**config.mk**
```make
export PLATFORM = sky130hd
export DESIGN_NAME = cs_wca
export DESIGN_NICKNAME = d
export VERILOG_FILES = /design/src/cs_types_pkg.sv /design/src/cpu_bus_pkg.sv /design/src/cs_wca.sv
export VERILOG_INCLUDE_DIRS = /design/src
export SDC_FILE = /design/constraint.sdc
export NUM_CORES = 1
export LEC_CHECK = 0
export ABC_AREA = 1
export BUFFER_PORTS_ARGS = -buffer_cell sky130_fd_sc_hd__buf_2
export CORE_AREA = 2 2 50 52
export CTS_CLUSTER_DIAMETER = 150
export DETAILED_ROUTE_END_ITERATION = 10
export DIE_AREA = 0 0 52 54
export PLACE_DENSITY = 0.74
export SYNTH_ARGS = -nofsm -noshare
export SYNTH_HDL_FRONTEND = slang
export SYNTH_SLANG_ARGS = --single-unit
```
**constraint.sdc**
```tcl
create_clock -name clk -period 2.9 [get_ports clk]
set_input_delay 0.29 -clock clk [delete_from_list [all_inputs] [get_ports clk]]
set_output_delay 0.29 -clock clk [all_outputs]
set_load 0.005 [all_outputs]
```
**src/cs_params.svh**
```systemverilog
// control store sizing: micro address width, microword count and bus word width
`ifndef CS_PARAMS_SVH
`define CS_PARAMS_SVH

// micro address, one address per microword
`define CS_ADDR_W 12

// microwords in the writable store, 2**CS_ADDR_W
`define CS_DEPTH 4096

// one bus word, also the width of one store bank
`define CS_WORD_W 16

// 16-bit parts per 64-bit microword, one bank each
`define CS_PARTS 4

// bits above the address in a bus word used as wca
`define CS_SPARE_W (`CS_WORD_W - `CS_ADDR_W)

`endif

```
**src/cs_types_pkg.sv**
```systemverilog
// control store types: microword layout, cycle control codes and decoded strobes
`include "cs_params.svh"

package cs_types_pkg;

  // cycle control code, as seen during lcs
  typedef enum logic [2:0] {
    cc_idle = 3'd0,  // no activity
    cc_data = 3'd1,  // data phase of an lcs access
    cc_addr = 3'd2   // address phase, only here is a wca load taken
  } cycle_ctl_e;     // codes 3 to 7 reserved, decode as idle

  // one microword, four bank words side by side
  typedef struct packed {
    logic [`CS_WORD_W-1:0] part3;  // word select 3, top bits
    logic [`CS_WORD_W-1:0] part2;  // word select 2
    logic [`CS_WORD_W-1:0] part1;  // word select 1
    logic [`CS_WORD_W-1:0] part0;  // word select 0, lowest bits
  } microword_t;

  // enables decoded from the command, all active high
  typedef struct packed {
    logic                 ecsl;  // latch microword at upc
    logic                 ewca;  // load wca from bus
    logic                 wica;  // step wca after word 3
    logic                 clr;   // clear wca, wins over load and step
    logic                 erd;   // bus read of one bank word
    logic [`CS_PARTS-1:0] ww;    // one-hot bank write strobe
    logic [1:0]           rsel;  // bank picked for erd
  } cs_strobe_t;

endpackage

```
**src/cpu_bus_pkg.sv**
```systemverilog
// cpu bus side types: bus word with its data and address views, bus command
`include "cs_params.svh"

package cpu_bus_pkg;
  import cs_types_pkg::*;

  // bus word read as a control store address
  typedef struct packed {
    logic [`CS_SPARE_W-1:0] spare;  // ignored on load
    logic [`CS_ADDR_W-1:0]  addr;   // new wca value
  } cs_bus_addr_t;

  // same 16 bits, decoded by what the cycle is doing
  typedef union packed {
    logic [`CS_WORD_W-1:0] data;       // lcs write data, read data
    cs_bus_addr_t          addr_view;  // wca load
  } cs_bus_word_u;

  // command levels and strobes from the cpu side
  typedef struct packed {
    cycle_ctl_e cc;       // cycle control phase
    logic       lcs;      // load control store cycle
    logic       rwcs_wr;  // high for write, low for read
    logic [1:0] rf;       // word select within microword
    logic       wca;      // request wca load
    logic       fetch;    // sequencer fetch at upc
    logic       brk;      // break, suppresses the fetch latch
    logic       term;     // terminate, kills writes and clears wca
  } cs_cmd_t;

endpackage

```
**src/cs_wca.sv**
```systemverilog
// cs_wca: write control address register, loaded from the bus, stepped after word 3, cleared on term
`timescale 1ns/1ps
`include "cs_params.svh"

module cs_wca
  import cs_types_pkg::*, cpu_bus_pkg::*;
(
  input  logic                  clk,
  input  logic                  rst,
  input  cs_bus_word_u          bus_in,
  input  cs_strobe_t            strobes,
  output logic [`CS_ADDR_W-1:0] wca_addr
);

  localparam logic [`CS_ADDR_W-1:0] LAST_ADDR = `CS_ADDR_W'(`CS_DEPTH - 1);

  logic [`CS_ADDR_W-1:0] wca_next;  // value taken at the next edge

  always_comb begin
    wca_next = wca_addr;  // hold by default
    if (strobes.clr)
      wca_next = '0;                                        // term wins
    else if (strobes.ewca)
      wca_next = bus_in.addr_view.addr;                     // spare bits dropped
    else if (strobes.wica)
      wca_next = (wca_addr == LAST_ADDR) ? '0 : wca_addr + 1'b1;  // wrap at depth
  end

  always_ff @(posedge clk) begin
    if (rst)
      wca_addr <= '0;
    else
      wca_addr <= wca_next;  // same edge as the bank write
  end

  // load wants lcs low, step wants an lcs write, so they never overlap
  a_load_step: assert property (
    @(posedge clk) disable iff (rst) !(strobes.ewca && strobes.wica)
  ) else $error("cs_wca: load and increment together");

endmodule

```
==> impl_metrics.json <==
{
  "status": "complete, no violations",
  "fin_crit_ns": 1.41,
  "yosys.area_share.simple_pct": 36.4,
  "largest_reg_flops": 12,
  "grt_pass1_wl_um": 3040,
  "cts_resized": 0,
  "syn-num-nets": 144,
  "io_buffer_count": 28,
  "postCtsSetupRepairBufs": 0,
  "die_w_um": 52,
  "slew_headroom_pct": 74.7,
  "htree_levels": 1,
  "die_y_um": 54,
  "antennaDiodeCount": 0,
  "p_sw_mw": 0.0919,
  "synth-main-ff-cell": "dfxtp_1",
  "grt_max_degree": 15,
  "max_freq_ghz": 0.707,
  "ios": 41,
  "maxSlewViolCount": 0,
  "synth.largest_area_cell": "dfxtp_1",
  "cts_sinks": 12,
  "critical_path_class": "reg -> reg",
  "synth_seq_cells": 12,
  "p_int_mw": 0.269,
  "setup_tns_ns": 0,
  "vias": 855,
  "cts_hold_buf": 0,
  "cap_violations": 0,
  "grt_pass1_vias": 739,
  "finalCritPeriodShare_pct": 48.8,
  "hold_viol": 0,
  "syn_avg_cell_area_um2": 6.66,
  "p_clk_share_pct": 37.7,
  "synthTopCellsByArea": "dfxtp_1, nand2_1, a22oi_1, nand3_1, a21oi_1",
  "cts_tree": "done",
  "critical_path_required_ns": 3.07,
  "post_route_cells_drive_above_1_share_pct": 28.0,
  "clkSlewWorstSetupHoldPaths_ns": 0.08,
  "yosysSeqAreaShare_pct": 31.6,
  "async_flop_share_pct": 0,
  "place.gp.congestion": 0.902,
  "num_rows": 18,
  "synth_warnings": 0,
  "synth_top_family_by_area": "simple AND/OR/NAND/NOR gates",
  "yosysMostFrequentCell": "nand2_1",
  "synth-adder-area-share_pct": 1.65,
  "drt_wl_total_um": 1880,
  "synth_top_area_share_pct": 31.6,
  "dp.final_hpwl_um": 1390,
  "worstMarginPinSlew_ns": 0.379,
  "seqPwrFrac_pct": 49.2,
  "hp-class": "in -> reg",
  "wire_per_inst_um": 10.9,
  "p_sw_share_pct": 25.4,
  "yosysUniqueCellTypes": 23,
  "area_growth_pct": 26.5,
  "synth_xor_area_share_pct": 1.15,
  "top_regs": "wca_addr x12",
  "groute.usage.overall_pct": 14.9,
  "regMostFlops": "wca_addr",
  "ys_top_cells_by_count": "nand2_1, dfxtp_1, inv_1, nand3_1, nor2_1",
  "ir_drop_v": 0.000145,
  "start_util_pct": 32.7,
  "ant_nets": 0,
  "finalSetupViolCount": 0,
  "hold_slack_ns": 0.294,
  "drtIter0Drc": 18,
  "end_kind": "flop",
  "drt-pass1-iter-count": 4,
  "grt-ovfl-total": 0,
  "synth_compound_area_share_pct": 21.1,
  "syn_inst": 114,
  "finClkSkew_ns": 0.00457,
  "comb_power_share_pct": 13.1,
  "rsz0062_at_grt": "false",
  "synth_area_um2": 759,
  "nNetsFinal": 174,
  "cts_buffer_depth": 2,
  "cts_buffers": 3,
  "cp_max_fo": 9,
  "antenna_found_initial": 0,
  "drc_errors": 0,
  "arrival_ns": 1.58,
  "synth.area.mux_share_pct": 0,
  "synth-edff-count": 0,
  "cts-root-buf": "clkbuf_4",
  "clkLatencyLatePin_ns": 0.27,
  "dieArea_um2": 2810,
  "p_per_area_nw_per_um2": 376,
  "core-area_um2": 2320,
  "crit_path_start_kind": "flop",
  "p_leak_nw": 0.470,
  "viasPerCell": 4.94
}
cell families after synthesis:
| family | Yosys count |
|---|---|
| buf+inv | 16 |
| simple gates | 59 |
| fa+ha+maj | 1 |
| flops | 12 |
| xor+xnor | 1 |
| compound gates | 25 |
power groups by stage:
stage / Combinational [mW] / Clock (mW) / Sequential [mW]
global route: 0.0542 / 0.147 / 0.179
CTS: 0.0481 / 0.138 / 0.177
detailed placement: 0.0480 / 0 / 0.181
global placement: 0.0470 / 0 / 0.181
floorplan: 0.0265 / 0 / 0.181
finish: 0.0474 / 0.136 / 0.178
layer usage:
metal  GRT usage (%)  share of wire [%]  vias up
met1            17.4                 43      380
li1                -                  -      445
met5               0                  0        -
met2            24.5                 48       26
met3            3.61                6.3        4
met4            9.21                2.0        0
metrics by stage:
step | instance area (µm²) | setup WS (ns) | cells | util, % | power, mW
floorplan | 759 | 1.63 | 114 | - | 0.207
global placement | 925 | 1.52 | 169 | 39.9 | 0.228
detailed placement | 925 | 1.50 | 169 | 39.9 | 0.229
CTS | 961 | 1.48 | 173 | 41.4 | 0.363
global route | 961 | 1.33 | 173 | 41.4 | 0.380
finish | 961 | 1.49 | 173 | 41.4 | 0.361
area by class of cell:
| type | instances | area [µm²] |
|---|---|---|
| Timing Repair Buffer | 28 | 140 |
| Clock buffer | 4 | 36.3 |
| Fill cell | 247 | 1360 |
| Inverter | 13 | 48.8 |
| Tap cell | 30 | 37.5 |
| Sequential cell | 12 | 240 |
| Multi-Input combinational cell | 86 | 458 |
worst max-delay path, stage by stage (launching register included):
cell and delay (ns):
dfxtp_1 0.40, ha_1 0.21, nand2_1 0.11, nor2_1 0.17, nand3_2 0.09, nand2_2 0.08, inv_2 0.09, a21oi_2 0.12
nor2_1 0.04
worst paths after layout:
check               from           to  slack (ns)  cells after the start
max          wca_addr[0]  wca_addr[7]        1.49                      8
min            bus_in[6]  wca_addr[6]        0.29                      3
max reg2reg  wca_addr[0]  wca_addr[7]        1.49                      8
min reg2reg  wca_addr[6]  wca_addr[6]        0.54                      2
layout by cell type (no fill, tap or decap), drive strengths merged:
cell,netlist,routed
dfxtp,12,12
buf,1,28
a22oi,10,10
nand3,13,13
nand4,2,2
ha,1,1
or2,3,3
a21oi,11,11
inv,13,13
xor2,1,1
clkbuf,2,4
o21bai,1,1
a31oi,1,1
o211ai,1,1
nand2,29,29
nor2,12,12
o21ai,1,1
(Power assumes the default switching activity.)
