### config.mk
export PLATFORM = sky130hd
export DESIGN_NAME = cs_ctl
export DESIGN_NICKNAME = d
export VERILOG_FILES = /design/src/cs_types_pkg.sv /design/src/cpu_bus_pkg.sv /design/src/cs_ctl.sv
export VERILOG_INCLUDE_DIRS = /design/src
export SDC_FILE = /design/constraint.sdc
export NUM_CORES = 1
export LEC_CHECK = 0
export ABC_AREA = 1
export BUFFER_PORTS_ARGS = -buffer_cell sky130_fd_sc_hd__buf_2
export CAP_MARGIN = 20
export CORE_AREA = 2 2 39 41
export DETAILED_ROUTE_END_ITERATION = 12
export DIE_AREA = 0 0 41 43
export PLACE_DENSITY_LB_ADDON = 0.15
export SYNTH_ARGS = -nofsm -noshare
export SYNTH_HDL_FRONTEND = slang
export SYNTH_SLANG_ARGS = --single-unit
### constraint.sdc
create_clock -name vclk -period 0.8
set_clock_uncertainty 0.05 [all_clocks]
set_input_delay 0.12 -clock vclk [all_inputs]
set_output_delay 0.12 -clock vclk [all_outputs]
set_load 0.05 [all_outputs]
### src/cs_params.svh
// control store sizing: micro address width, microword count and bus word width
`ifndef CS_PARAMS_SVH
`define CS_PARAMS_SVH

// micro address, one address per microword
`define CS_ADDR_W 12

// microwords in the writable store, 2**CS_ADDR_W
`define CS_DEPTH 4096

// one bus word, also the width of one store bank
`define CS_WORD_W 16

// 16-bit parts per 64-bit microword, one bank each
`define CS_PARTS 4

// bits above the address in a bus word used as wca
`define CS_SPARE_W (`CS_WORD_W - `CS_ADDR_W)

`endif

### src/cs_types_pkg.sv
// control store types: microword layout, cycle control codes and decoded strobes
`include "cs_params.svh"

package cs_types_pkg;

  // cycle control code, as seen during lcs
  typedef enum logic [2:0] {
    cc_idle = 3'd0,  // no activity
    cc_data = 3'd1,  // data phase of an lcs access
    cc_addr = 3'd2   // address phase, only here is a wca load taken
  } cycle_ctl_e;     // codes 3 to 7 reserved, decode as idle

  // one microword, four bank words side by side
  typedef struct packed {
    logic [`CS_WORD_W-1:0] part3;  // word select 3, top bits
    logic [`CS_WORD_W-1:0] part2;  // word select 2
    logic [`CS_WORD_W-1:0] part1;  // word select 1
    logic [`CS_WORD_W-1:0] part0;  // word select 0, lowest bits
  } microword_t;

  // enables decoded from the command, all active high
  typedef struct packed {
    logic                 ecsl;  // latch microword at upc
    logic                 ewca;  // load wca from bus
    logic                 wica;  // step wca after word 3
    logic                 clr;   // clear wca, wins over load and step
    logic                 erd;   // bus read of one bank word
    logic [`CS_PARTS-1:0] ww;    // one-hot bank write strobe
    logic [1:0]           rsel;  // bank picked for erd
  } cs_strobe_t;

endpackage

### src/cpu_bus_pkg.sv
// cpu bus side types: bus word with its data and address views, bus command
`include "cs_params.svh"

package cpu_bus_pkg;
  import cs_types_pkg::*;

  // bus word read as a control store address
  typedef struct packed {
    logic [`CS_SPARE_W-1:0] spare;  // ignored on load
    logic [`CS_ADDR_W-1:0]  addr;   // new wca value
  } cs_bus_addr_t;

  // same 16 bits, decoded by what the cycle is doing
  typedef union packed {
    logic [`CS_WORD_W-1:0] data;       // lcs write data, read data
    cs_bus_addr_t          addr_view;  // wca load
  } cs_bus_word_u;

  // command levels and strobes from the cpu side
  typedef struct packed {
    cycle_ctl_e cc;       // cycle control phase
    logic       lcs;      // load control store cycle
    logic       rwcs_wr;  // high for write, low for read
    logic [1:0] rf;       // word select within microword
    logic       wca;      // request wca load
    logic       fetch;    // sequencer fetch at upc
    logic       brk;      // break, suppresses the fetch latch
    logic       term;     // terminate, kills writes and clears wca
  } cs_cmd_t;

endpackage

### src/cs_ctl.sv
// cs_ctl: control store glue, decodes command and cycle control into enables and word strobes
`timescale 1ns/1ps

module cs_ctl
  import cs_types_pkg::*, cpu_bus_pkg::*;
(
  input  logic       clk,     // only clocks the checks below
  input  logic       rst,
  input  cs_cmd_t    cmd,
  output cs_strobe_t strobes
);

  logic       data_ph;  // cycle control in data phase
  logic       addr_ph;  // cycle control in address phase
  logic       wr_stb;   // lcs write, not terminated
  logic       rd_stb;   // lcs read, not terminated
  logic [3:0] ww_dec;   // gated word decode

  // one half of a 2-to-4 decoder, enable high gives one-hot, low gives zero
  function automatic logic [3:0] dec_2to4(input logic [1:0] sel, input logic en);
    logic [3:0] y;
    y      = '0;
    y[sel] = en;
    return y;
  endfunction

  // reserved codes fall through both compares and act as idle
  assign data_ph = (cmd.cc == cc_data);
  assign addr_ph = (cmd.cc == cc_addr);

  assign wr_stb = cmd.lcs && cmd.rwcs_wr && data_ph && !cmd.term;  // term blocks the write
  assign rd_stb = cmd.lcs && !cmd.rwcs_wr && data_ph && !cmd.term;

  assign ww_dec = dec_2to4(cmd.rf, wr_stb);  // write half of the word decoder

  always_comb begin
    strobes.ecsl = cmd.fetch && !cmd.lcs && !cmd.brk;   // brk holds old microword
    strobes.ewca = cmd.wca && addr_ph && !cmd.lcs;      // load only in address phase
    strobes.wica = ww_dec[3];                           // last word written, step address
    strobes.clr  = cmd.term;                            // priority sorted out in cs_wca
    strobes.erd  = rd_stb;
    strobes.ww   = ww_dec;
    strobes.rsel = cmd.rf;                              // store reuses rf, no second decode
  end

  // sequencer fetch and an lcs cycle share the store address path
  a_fetch_lcs: assert property (
    @(posedge clk) disable iff (rst) !(cmd.fetch && cmd.lcs)
  ) else $error("cs_ctl: fetch and lcs high together");

  // at most one bank written per cycle
  a_ww_onehot: assert property (
    @(posedge clk) disable iff (rst) $onehot0(strobes.ww)
  ) else $error("cs_ctl: write strobe not one-hot");

  // bus read and bank write never meet in one cycle
  a_rd_wr: assert property (
    @(posedge clk) disable iff (rst) !(strobes.erd && (|strobes.ww))
  ) else $error("cs_ctl: read and write strobes together");

endmodule

==> summary.txt, run 1 <==
Global route
  – Vias in the first global route: 179
  – Largest net degree at the start of global routing: 6
  – Total track usage: 5.20%
  – First-pass GRT wire length: 703 µm
  – Grt total ovfl: 0
  – Initial antenna violation count: 0

STA
  – Post-route setup TNS: -917 ps
  – Final min period: 958 ps
  – RSZ-0062 raised after global routing: yes
  – Worst slew pin tran: 248 ps
  – Slew Viols, Final: 0
  – Final setup fails: 8
  – Fin. Hold Viols: 0
  – Final period util: 120%
  – Relative slew slack: 83.6%
  – Final WS setup: -158 ps
  – Peak Freq: 1040 MHz

Min path
  – Hold WC Path Type: in2out

Critical path
  – CP Capture Type: output pin
  – Critical path startpoint category: input pin
  – CP Data Arrival Time: 790 ps
  – CP endpoint: strobes[6]
  – Crit path max fanout: 5
  – WS Path Type: in2out
  – WP data required: 630 ps
  – Crit. Startpoint: cmd[10]

Die
  – CORE AREA: 0.00138 mm²
  – Die width: 41 µm
  – Chip height: 43 µm
  – Cell Rows: 14
  – Initial Utilization: 12.6%
  – Top Ports: 24
  – DIE AREA: 0.00176 mm²

Synthesis
  – Avg Inst Size Synth: 6.96 µm²
  – Synth area leader: nor3_2
  – Synth Instances: 25
  – Most common cell in the netlist: nand2_1
  – Mapped cell area: 174 µm²
  – Synth area leaders: nor3_2 (23%), buf_4 (22%), nand2_1 (13%), nand3b_4 (12%), nand3_4 (10%)
  – Yosys warning count: 0
  – Post-Syn Nets: 38
  – Seq/Total Area, Yosys: 0%
  – Distinct cells, synth: 9
  – Synth top cells by count: nand2_1 (6), buf_4 (5), inv_1 (4), nor3_2 (4), nor3_1 (2)
  – Post-synth top area share: 23.0%

Drt
  – Final WL: 495 µm
  – Initial drt markers: 0
  – Post-route DRC: 0
  – Post-DR wirelength/cell: 8.11 µm
  – 1st-pass router iterations: 1
  – Via-per-instance ratio: 3.79
  – Via count: 231
  – Post-DRT Antenna Nets: 0

Outcome
  – Failing checks: negative setup slack
  – Status: finished with violations

Place
  – Port Buffers: 22
  – DP Cell Count: 61
  – Routability cong.: 0.581
  – Detail Placement HPWL: 412 µm

Finish
  – Ant diodes: 0
  – Reg area: 0 µm²
  – CLK BUF: 0
  – Fin cells: 61
  – Final #Nets: 60
  – Sequential cells: 0
  – Fillers: 144
  – Layout cell share with drive strength beyond 1: 86.7%
  – Area delta synth->final: 149%

Power
  – PD cells: 445 mW/mm²
  – Peak supply drop: 199 µV
  – Cell leakage power: 0.210 nW

Clock network
  – Hold_buf cts: 0

Flow run
  – Max Cap Viol: 0
## cells by family after synthesis
logic type | synth area share, %
simple gates | 69.8
buf+inv | 30.2
## final cells by class
class	instances	area, µm²	area share [%]
inverter	4	20.0	4.62
multi-input combinational	16	160	37.0
tap	16	20.0	4.62
timing repair buffer	25	233	53.8
## per-layer routing
layer	part of all wire (%)	GRT usage (%)	wire (µm)
met1	40	7.94	200
met2	39	7.81	194
met3	20	1.05	99
met4	0	0	0
met5	0	0	0
## cells in the final DEF, fill, tap and decap left out, drive strengths merged
| cell | synthesis | layout |
|---|---|---|
| buf | 5 | 25 |
| nand2 | 6 | 6 |
| nor3 | 6 | 6 |
| inv | 4 | 4 |
| nand3 | 1 | 1 |
| nand3b | 1 | 1 |
| nor3b | 1 | 1 |
| nor2 | 1 | 1 |
## how the worst min path moves through the flow
stage	start	end	slack, ps	cells past startpoint
after floorplan	cmd[8]	strobes[9]	250	1
after global placement	cmd[0]	strobes[7]	490	2
after detailed placement	cmd[0]	strobes[7]	500	2
after CTS	cmd[1]	strobes[10]	470	3
after global routing	cmd[1]	strobes[10]	490	3
final	cmd[1]	strobes[10]	470	3
## worst max-delay path, cell delays in order
cell	delay, ps
buf_6	100
nand3b_4	200
nor3_2	190
buf_6	180
## what timing repair did
item | CTS | global route
setup endpoints to repair | 8 | 8
gates resized for setup | 29 | 5
buffers inserted | 0 | 0
pin swaps | 5 | 0
## stage by stage
stage | setup slack (ps) | hold slack [ps] | area (µm²) | total power [mW] | util [%]
after floorplan | -414 | 253 | 209 | 0.0997 | -
after global placement | -271 | 491 | 320 | 0.156 | 23.1
after detailed placement | -272 | 497 | 320 | 0.156 | 23.1
after CTS | -160 | 472 | 420 | 0.188 | 30.4
after global routing | -193 | 487 | 433 | 0.205 | 31.3
final | -158 | 471 | 433 | 0.193 | 31.3
## power breakdown
| part | total, mW | leakage [nW] | switching [mW] | internal (mW) |
|---|---|---|---|---|
| combinational | 0.193 | 0.210 | 0.107 | 0.0862 |
| clock | 0 | 0 | 0 | 0 |
| sequential | 0 | 0 | 0 | 0 |
| total | 0.193 | 0.210 | 0.107 | 0.0862 |
(Power assumes the default switching activity.)
==> run 2: changes to the inputs <==
--- a/config.mk
+++ b/config.mk
@@ -13,6 +13,7 @@
 export DETAILED_ROUTE_END_ITERATION = 12
 export DIE_AREA = 0 0 41 43
 export PLACE_DENSITY_LB_ADDON = 0.15
+export SLEW_MARGIN = 30
 export SYNTH_ARGS = -nofsm -noshare
 export SYNTH_HDL_FRONTEND = slang
 export SYNTH_SLANG_ARGS = --single-unit
==> constraint.sdc (replaced) <==
create_clock -name vclk -period 0.9
set_clock_uncertainty 0.05 [all_clocks]
set_input_delay 0.135 -clock vclk [all_inputs]
set_output_delay 0.135 -clock vclk [all_outputs]
set_load 0.05 [all_outputs]
==> run 2 against run 1 <==
Effect of this change: the run still ends with negative setup slack left; first-iteration DRC count unchanged; total power decreased by 11%; worst hold slack improved by 33 ps; cell area unchanged; critical path depth increased by 1; largest cell class unchanged; largest power group unchanged.
==> summary.txt, run 2 (synthesized netlist as in run 1, its figures left out) <==
Finish
  – Final #Nets: 60 (unchanged)
  – Commonest non-fill, non-tap cell in the layout: buf_6
  – Finished Cell Area: 433 µm² (unchanged)
  – Reg area: 0 µm² (unchanged)
  – CLK BUF: 0 (unchanged)
  – Sequential cells: 0 (unchanged)
  – Final Core Density: 31.3% (unchanged)
  – Fillers: 146 (+1.4%)
  – Fin cells: 61 (unchanged)
  – Layout cell share with drive strength beyond 1: 84.4% (-2.2 points)
  – Most frequent cells in the layout: buf_6 (14), buf_2 (9), nand2_1 (5)
  – Ant diodes: 0 (unchanged)
  – Area delta synth->final: 149% (unchanged)

Global route
  – Grt total ovfl: 0 (unchanged)
  – Initial antenna violation count: 0 (unchanged)
  – First-pass GRT wire length: 731 µm (+4.0%)
  – Vias in the first global route: 204 (+14%)
  – Total track usage: 5.60% (+0.40 points)
  – Largest net degree at the start of global routing: 6 (unchanged)

Flow run
  – Max Cap Viol: 0 (unchanged)

Power
  – PD cells: 397 mW/mm² (-11%)
  – Peak supply drop: 186 µV (-6.5%)
  – Cell leakage power: 0.211 nW (+0.68%)

STA
  – Final setup fails: 6 (-2)
  – Fin. Hold Viols: 0 (unchanged)
  – Worst slew pin tran: 248 ps (+0.721 ps)
  – Final WS setup: -78.7 ps (+79.2 ps)
  – Relative slew slack: 83.6% (about the same)
  – Post-route setup TNS: -336 ps (+581 ps)
  – Peak Freq: 1020 MHz
  – Final period util: 109%
  – Final min period: 979 ps
  – Slew Viols, Final: 0 (unchanged)
  – RSZ-0062 raised after global routing: yes

Die
  – Cell Rows: 14 (unchanged)
  – DIE AREA: 0.00176 mm² (unchanged)
  – Initial Utilization: 12.6% (unchanged)
  – CORE AREA: 0.00138 mm² (unchanged)
  – Chip height: 43 µm (unchanged)
  – Die width: 41 µm (unchanged)
  – Top Ports: 24 (unchanged)

Place
  – Port Buffers: 22 (unchanged)
  – DP Cell Count: 61 (unchanged)
  – Routability cong.: 0.635 (+9.3%)
  – Detail Placement HPWL: 422 µm (+2.4%)
  – Placed inst area: 320 µm² (unchanged)

Critical path
  – CP Data Arrival Time: 790 ps (about the same)
  – Crit. Startpoint: cmd[0]
  – WS Path Type: in2out
  – WP data required: 710 ps (+80 ps)
  – Critical path startpoint category: input pin
  – CP Capture Type: output pin
  – Crit path max fanout: 4 (-1)

Outcome
  – Status: finished with violations
  – Failing checks: negative setup slack

Min path
  – Hold WC Path Type: in2out
  – Min-delay src: cmd[1]

Clock network
  – Post-CTS Setup Bufs: 0 (unchanged)
  – Hold_buf cts: 0 (unchanged)

Drt
  – Post-route DRC: 0 (unchanged)
  – Initial drt markers: 0 (unchanged)
  – Post-DR wirelength/cell: 8.51 µm (+4.8%)
  – Post-DRT Antenna Nets: 0 (unchanged)
  – Via count: 229 (-0.87%)
  – Final WL: 519 µm (+4.8%)
  – Via-per-instance ratio: 3.75 (-0.87%)
  – 1st-pass router iterations: 1 (unchanged)
[run 2: path summary, 6_finish.rpt]
kind	cells after the start	slack, ps	endpoint
worst max-delay path	5	-80	strobes[8]
worst min-delay path	3	500	strobes[10]
[run 2: layout make-up]
cell class,count,area (µm²),area share [%]
Timing Repair Buffer,25,233,53.8
Multi-Input combinational cell,16,160,37.0
Inverter,4,20.0,4.62
Tap cell,16,20.0,4.62
[run 2: repair_timing]
| item | 4_1_cts | 5_1_grt |
|---|---|---|
| resized for setup | 28 | 5 |
| setup endpoints to repair | 8 | 8 |
| pin swaps | 4 | 0 |
| hold endpoints to repair | 0 | 0 |
| cloned | 0 | 0 |
[run 2: power by group]
| part | total, mW | switching (mW) | internal, mW |
|---|---|---|---|
| clock | 0 | 0 | 0 |
| combinational | 0.172 | 0.0953 | 0.0765 |
| sequential | 0 | 0 | 0 |
[run 2: worst max-delay path, stage by stage]
cell and delay, ps:
buf_8 100, inv_4 50, nand3_4 100, nor3_4 220, buf_6 190
[run 2: stage by stage]
| stage | setup WS [ps] | power, mW | hold slack, ps |
|---|---|---|---|
| 3_3_place_gp | -202 | 0.140 | 532 |
| 6_report | -78.7 | 0.172 | 504 |
| 2_1_floorplan | -344 | 0.0887 | 283 |
| 3_5_place_dp | -192 | 0.139 | 527 |
| 5_1_grt | -124 | 0.181 | 513 |
| 4_1_cts | -88.5 | 0.166 | 506 |
[run 2: routing by layer]
layer | global-route usage, % | routed length (µm)
met5 | 0 | 0
met4 | 0 | 0
met3 | 0.524 | 86
met2 | 10.9 | 247
met1 | 6.35 | 186
==> run 3: changes to the inputs <==
--- a/config.mk
+++ b/config.mk
@@ -13,6 +13,7 @@
 export DETAILED_ROUTE_END_ITERATION = 12
 export DIE_AREA = 0 0 41 43
 export PLACE_DENSITY_LB_ADDON = 0.15
+export SETUP_SLACK_MARGIN = 0.4
 export SLEW_MARGIN = 30
 export SYNTH_ARGS = -nofsm -noshare
 export SYNTH_HDL_FRONTEND = slang
==> constraint.sdc (replaced) <==
create_clock -name vclk -period 1.15
set_clock_uncertainty 0.05 [all_clocks]
set_input_delay 0.1725 -clock vclk [all_inputs]
set_output_delay 0.1725 -clock vclk [all_outputs]
set_load 0.05 [all_outputs]
==> run 3 against run 2 <==
Effect of this change: the flow now finishes without violations; count of clock-buffer cells in the layout is the same; first-iteration DRC count rose by 1; worst hold slack better by 41 ps; total power fell by 22%; sequential cell count unchanged; die area is the same.
==> summary.txt, run 3 (synthesized netlist as in run 1, its figures left out) <==
Outcome
  – Status: complete, no violations

Place
  – Routability cong.: 0.538 (-15%)
  – DP Cell Count: 60 (-1.6%)
  – Detail Placement HPWL: 415 µm (-1.6%)
  – Port Buffers: 22 (unchanged)

Power
  – PD cells: 312 mW/mm² (-21%)
  – Final total power: 134 µW (-22%)
  – Cell leakage power: 0.208 nW (-1.6%)
  – Peak supply drop: 112 µV (-40%)

Global route
  – Grt total ovfl: 0 (unchanged)
  – Largest net degree at the start of global routing: 6 (unchanged)
  – Total track usage: 5.20% (-0.40 points)
  – Met2 usage: 8.44% (-2.5 points)
  – First-pass GRT wire length: 696 µm (-4.8%)
  – Initial antenna violation count: 0 (unchanged)
  – Top Usage Layer GRT: met2
  – Grt met3 use: 1.05% (+0.52 points)
  – Vias in the first global route: 175 (-14%)
  – GR Layer Usage met1: 7.30% (+0.95 points)

Critical path
  – Crit path max fanout: 5 (+1)
  – CP Data Arrival Time: 830 ps (+40 ps)
  – Critical path startpoint category: input pin
  – WS Path Type: in2out
  – CP Capture Type: output pin
  – WP data required: 930 ps (+220 ps)

Finish
  – Sequential cells: 0 (unchanged)
  – Fin cells: 60 (-1.6%)
  – Layout cell share with drive strength beyond 1: 84.1% (-0.35 points)
  – Reg area: 0 µm² (unchanged)
  – Area delta synth->final: 147%
  – Commonest non-fill, non-tap cell in the layout: buf_6
  – CLK BUF: 0 (unchanged)
  – Final #Nets: 59 (-1.7%)
  – Most frequent cells in the layout: buf_6 (13), buf_2 (6), nand2_1 (5)
  – Final Core Density: 31.0% (-0.27 points)
  – Ant diodes: 0 (unchanged)

Drt
  – Post-route DRC: 0 (unchanged)
  – Post-DRT Antenna Nets: 0 (unchanged)
  – Via count: 222 (-3.1%)
  – 1st-pass router iterations: 2 (+1)
  – Post-DR wirelength/cell: 9.00 µm (+5.8%)
  – Final WL: 540 µm (+4.0%)
  – Initial drt markers: 1 (+1)
  – Via-per-instance ratio: 3.70 (-1.4%)

STA
  – Relative slew slack: 83.6% (about the same)
  – Fin. Hold Viols: 0 (unchanged)
  – Worst slew pin tran: 248 ps (-0.410 ps)
  – Final setup fails: 0 (-6)
  – RSZ-0062 raised after global routing: yes
  – Final period util: 91.7%
  – Final min period: 1060 ps
  – Final hold slack: 545 ps (+40.9 ps)
  – Peak Freq: 948 MHz
  – Slew Viols, Final: 0 (unchanged)

Clock network
  – Hold_buf cts: 0 (unchanged)
  – Post-CTS Setup Bufs: 0 (unchanged)

Min path
  – WHS Path Cells: 3 (unchanged)
  – Hold WC Path Type: in2out

Die
  – Top Ports: 24 (unchanged)
  – DIE AREA: 0.00176 mm² (unchanged)
  – Die width: 41 µm (unchanged)
  – Cell Rows: 14 (unchanged)
  – CORE AREA: 0.00138 mm² (unchanged)
  – Chip height: 43 µm (unchanged)
  – Initial Utilization: 12.6% (unchanged)

Flow run
  – Max Cap Viol: 0 (unchanged)
[run 3: cell types whose count changed in the layout (fill, tap and decap cells not counted)]
| cell | before | now |
|---|---|---|
| buf_4 | 0 | 3 |
| buf_6 | 14 | 13 |
| buf_2 | 9 | 6 |
[run 3: repair_timing]
action | in CTS | in global routing
endpoints found under the setup margin | 10 | 8
pin swaps | 3 | 2
resized for setup | 28 | 6
[run 3: path summary, 6_finish.rpt]
kind	from	to	slack (ps)
setup / recovery	cmd[10]	strobes[8]	90
hold / removal	cmd[1]	strobes[10]	540
[run 3: report_power, final]
part           switching, mW  internal, mW
Clock                      0             0
Sequential                 0             0
Combinational         0.0742        0.0598
[run 3: worst max-delay path, stage by stage]
cell	delay, ps
buf_6	90
nand3b_4	200
nor3_4	180
buf_6	190
[run 3: layout make-up]
type / instances / area [µm²]
fillers: 148 / 955
repair buffers: 24 / 229
inverters: 4 / 20.0
well taps: 16 / 20.0
multi-input cells: 16 / 160
[run 3: metrics by stage]
step           area (µm²)  setup WS (ps)  TNS, ps
3_3_place_gp          313          -23.6    -91.2
2_1_floorplan         209           -169     -483
5_1_grt               429           59.0        0
3_5_place_dp          313          -19.6    -70.0
4_1_cts               410           89.6        0
6_report              429           95.0        0
[run 3: metal layers]
metal | up-vias | routed length [µm]
li1 | 113 | -
met1 | 90 | 214
met2 | 19 | 224
met4 | 0 | 0
met3 | 0 | 100
met5 | - | 0
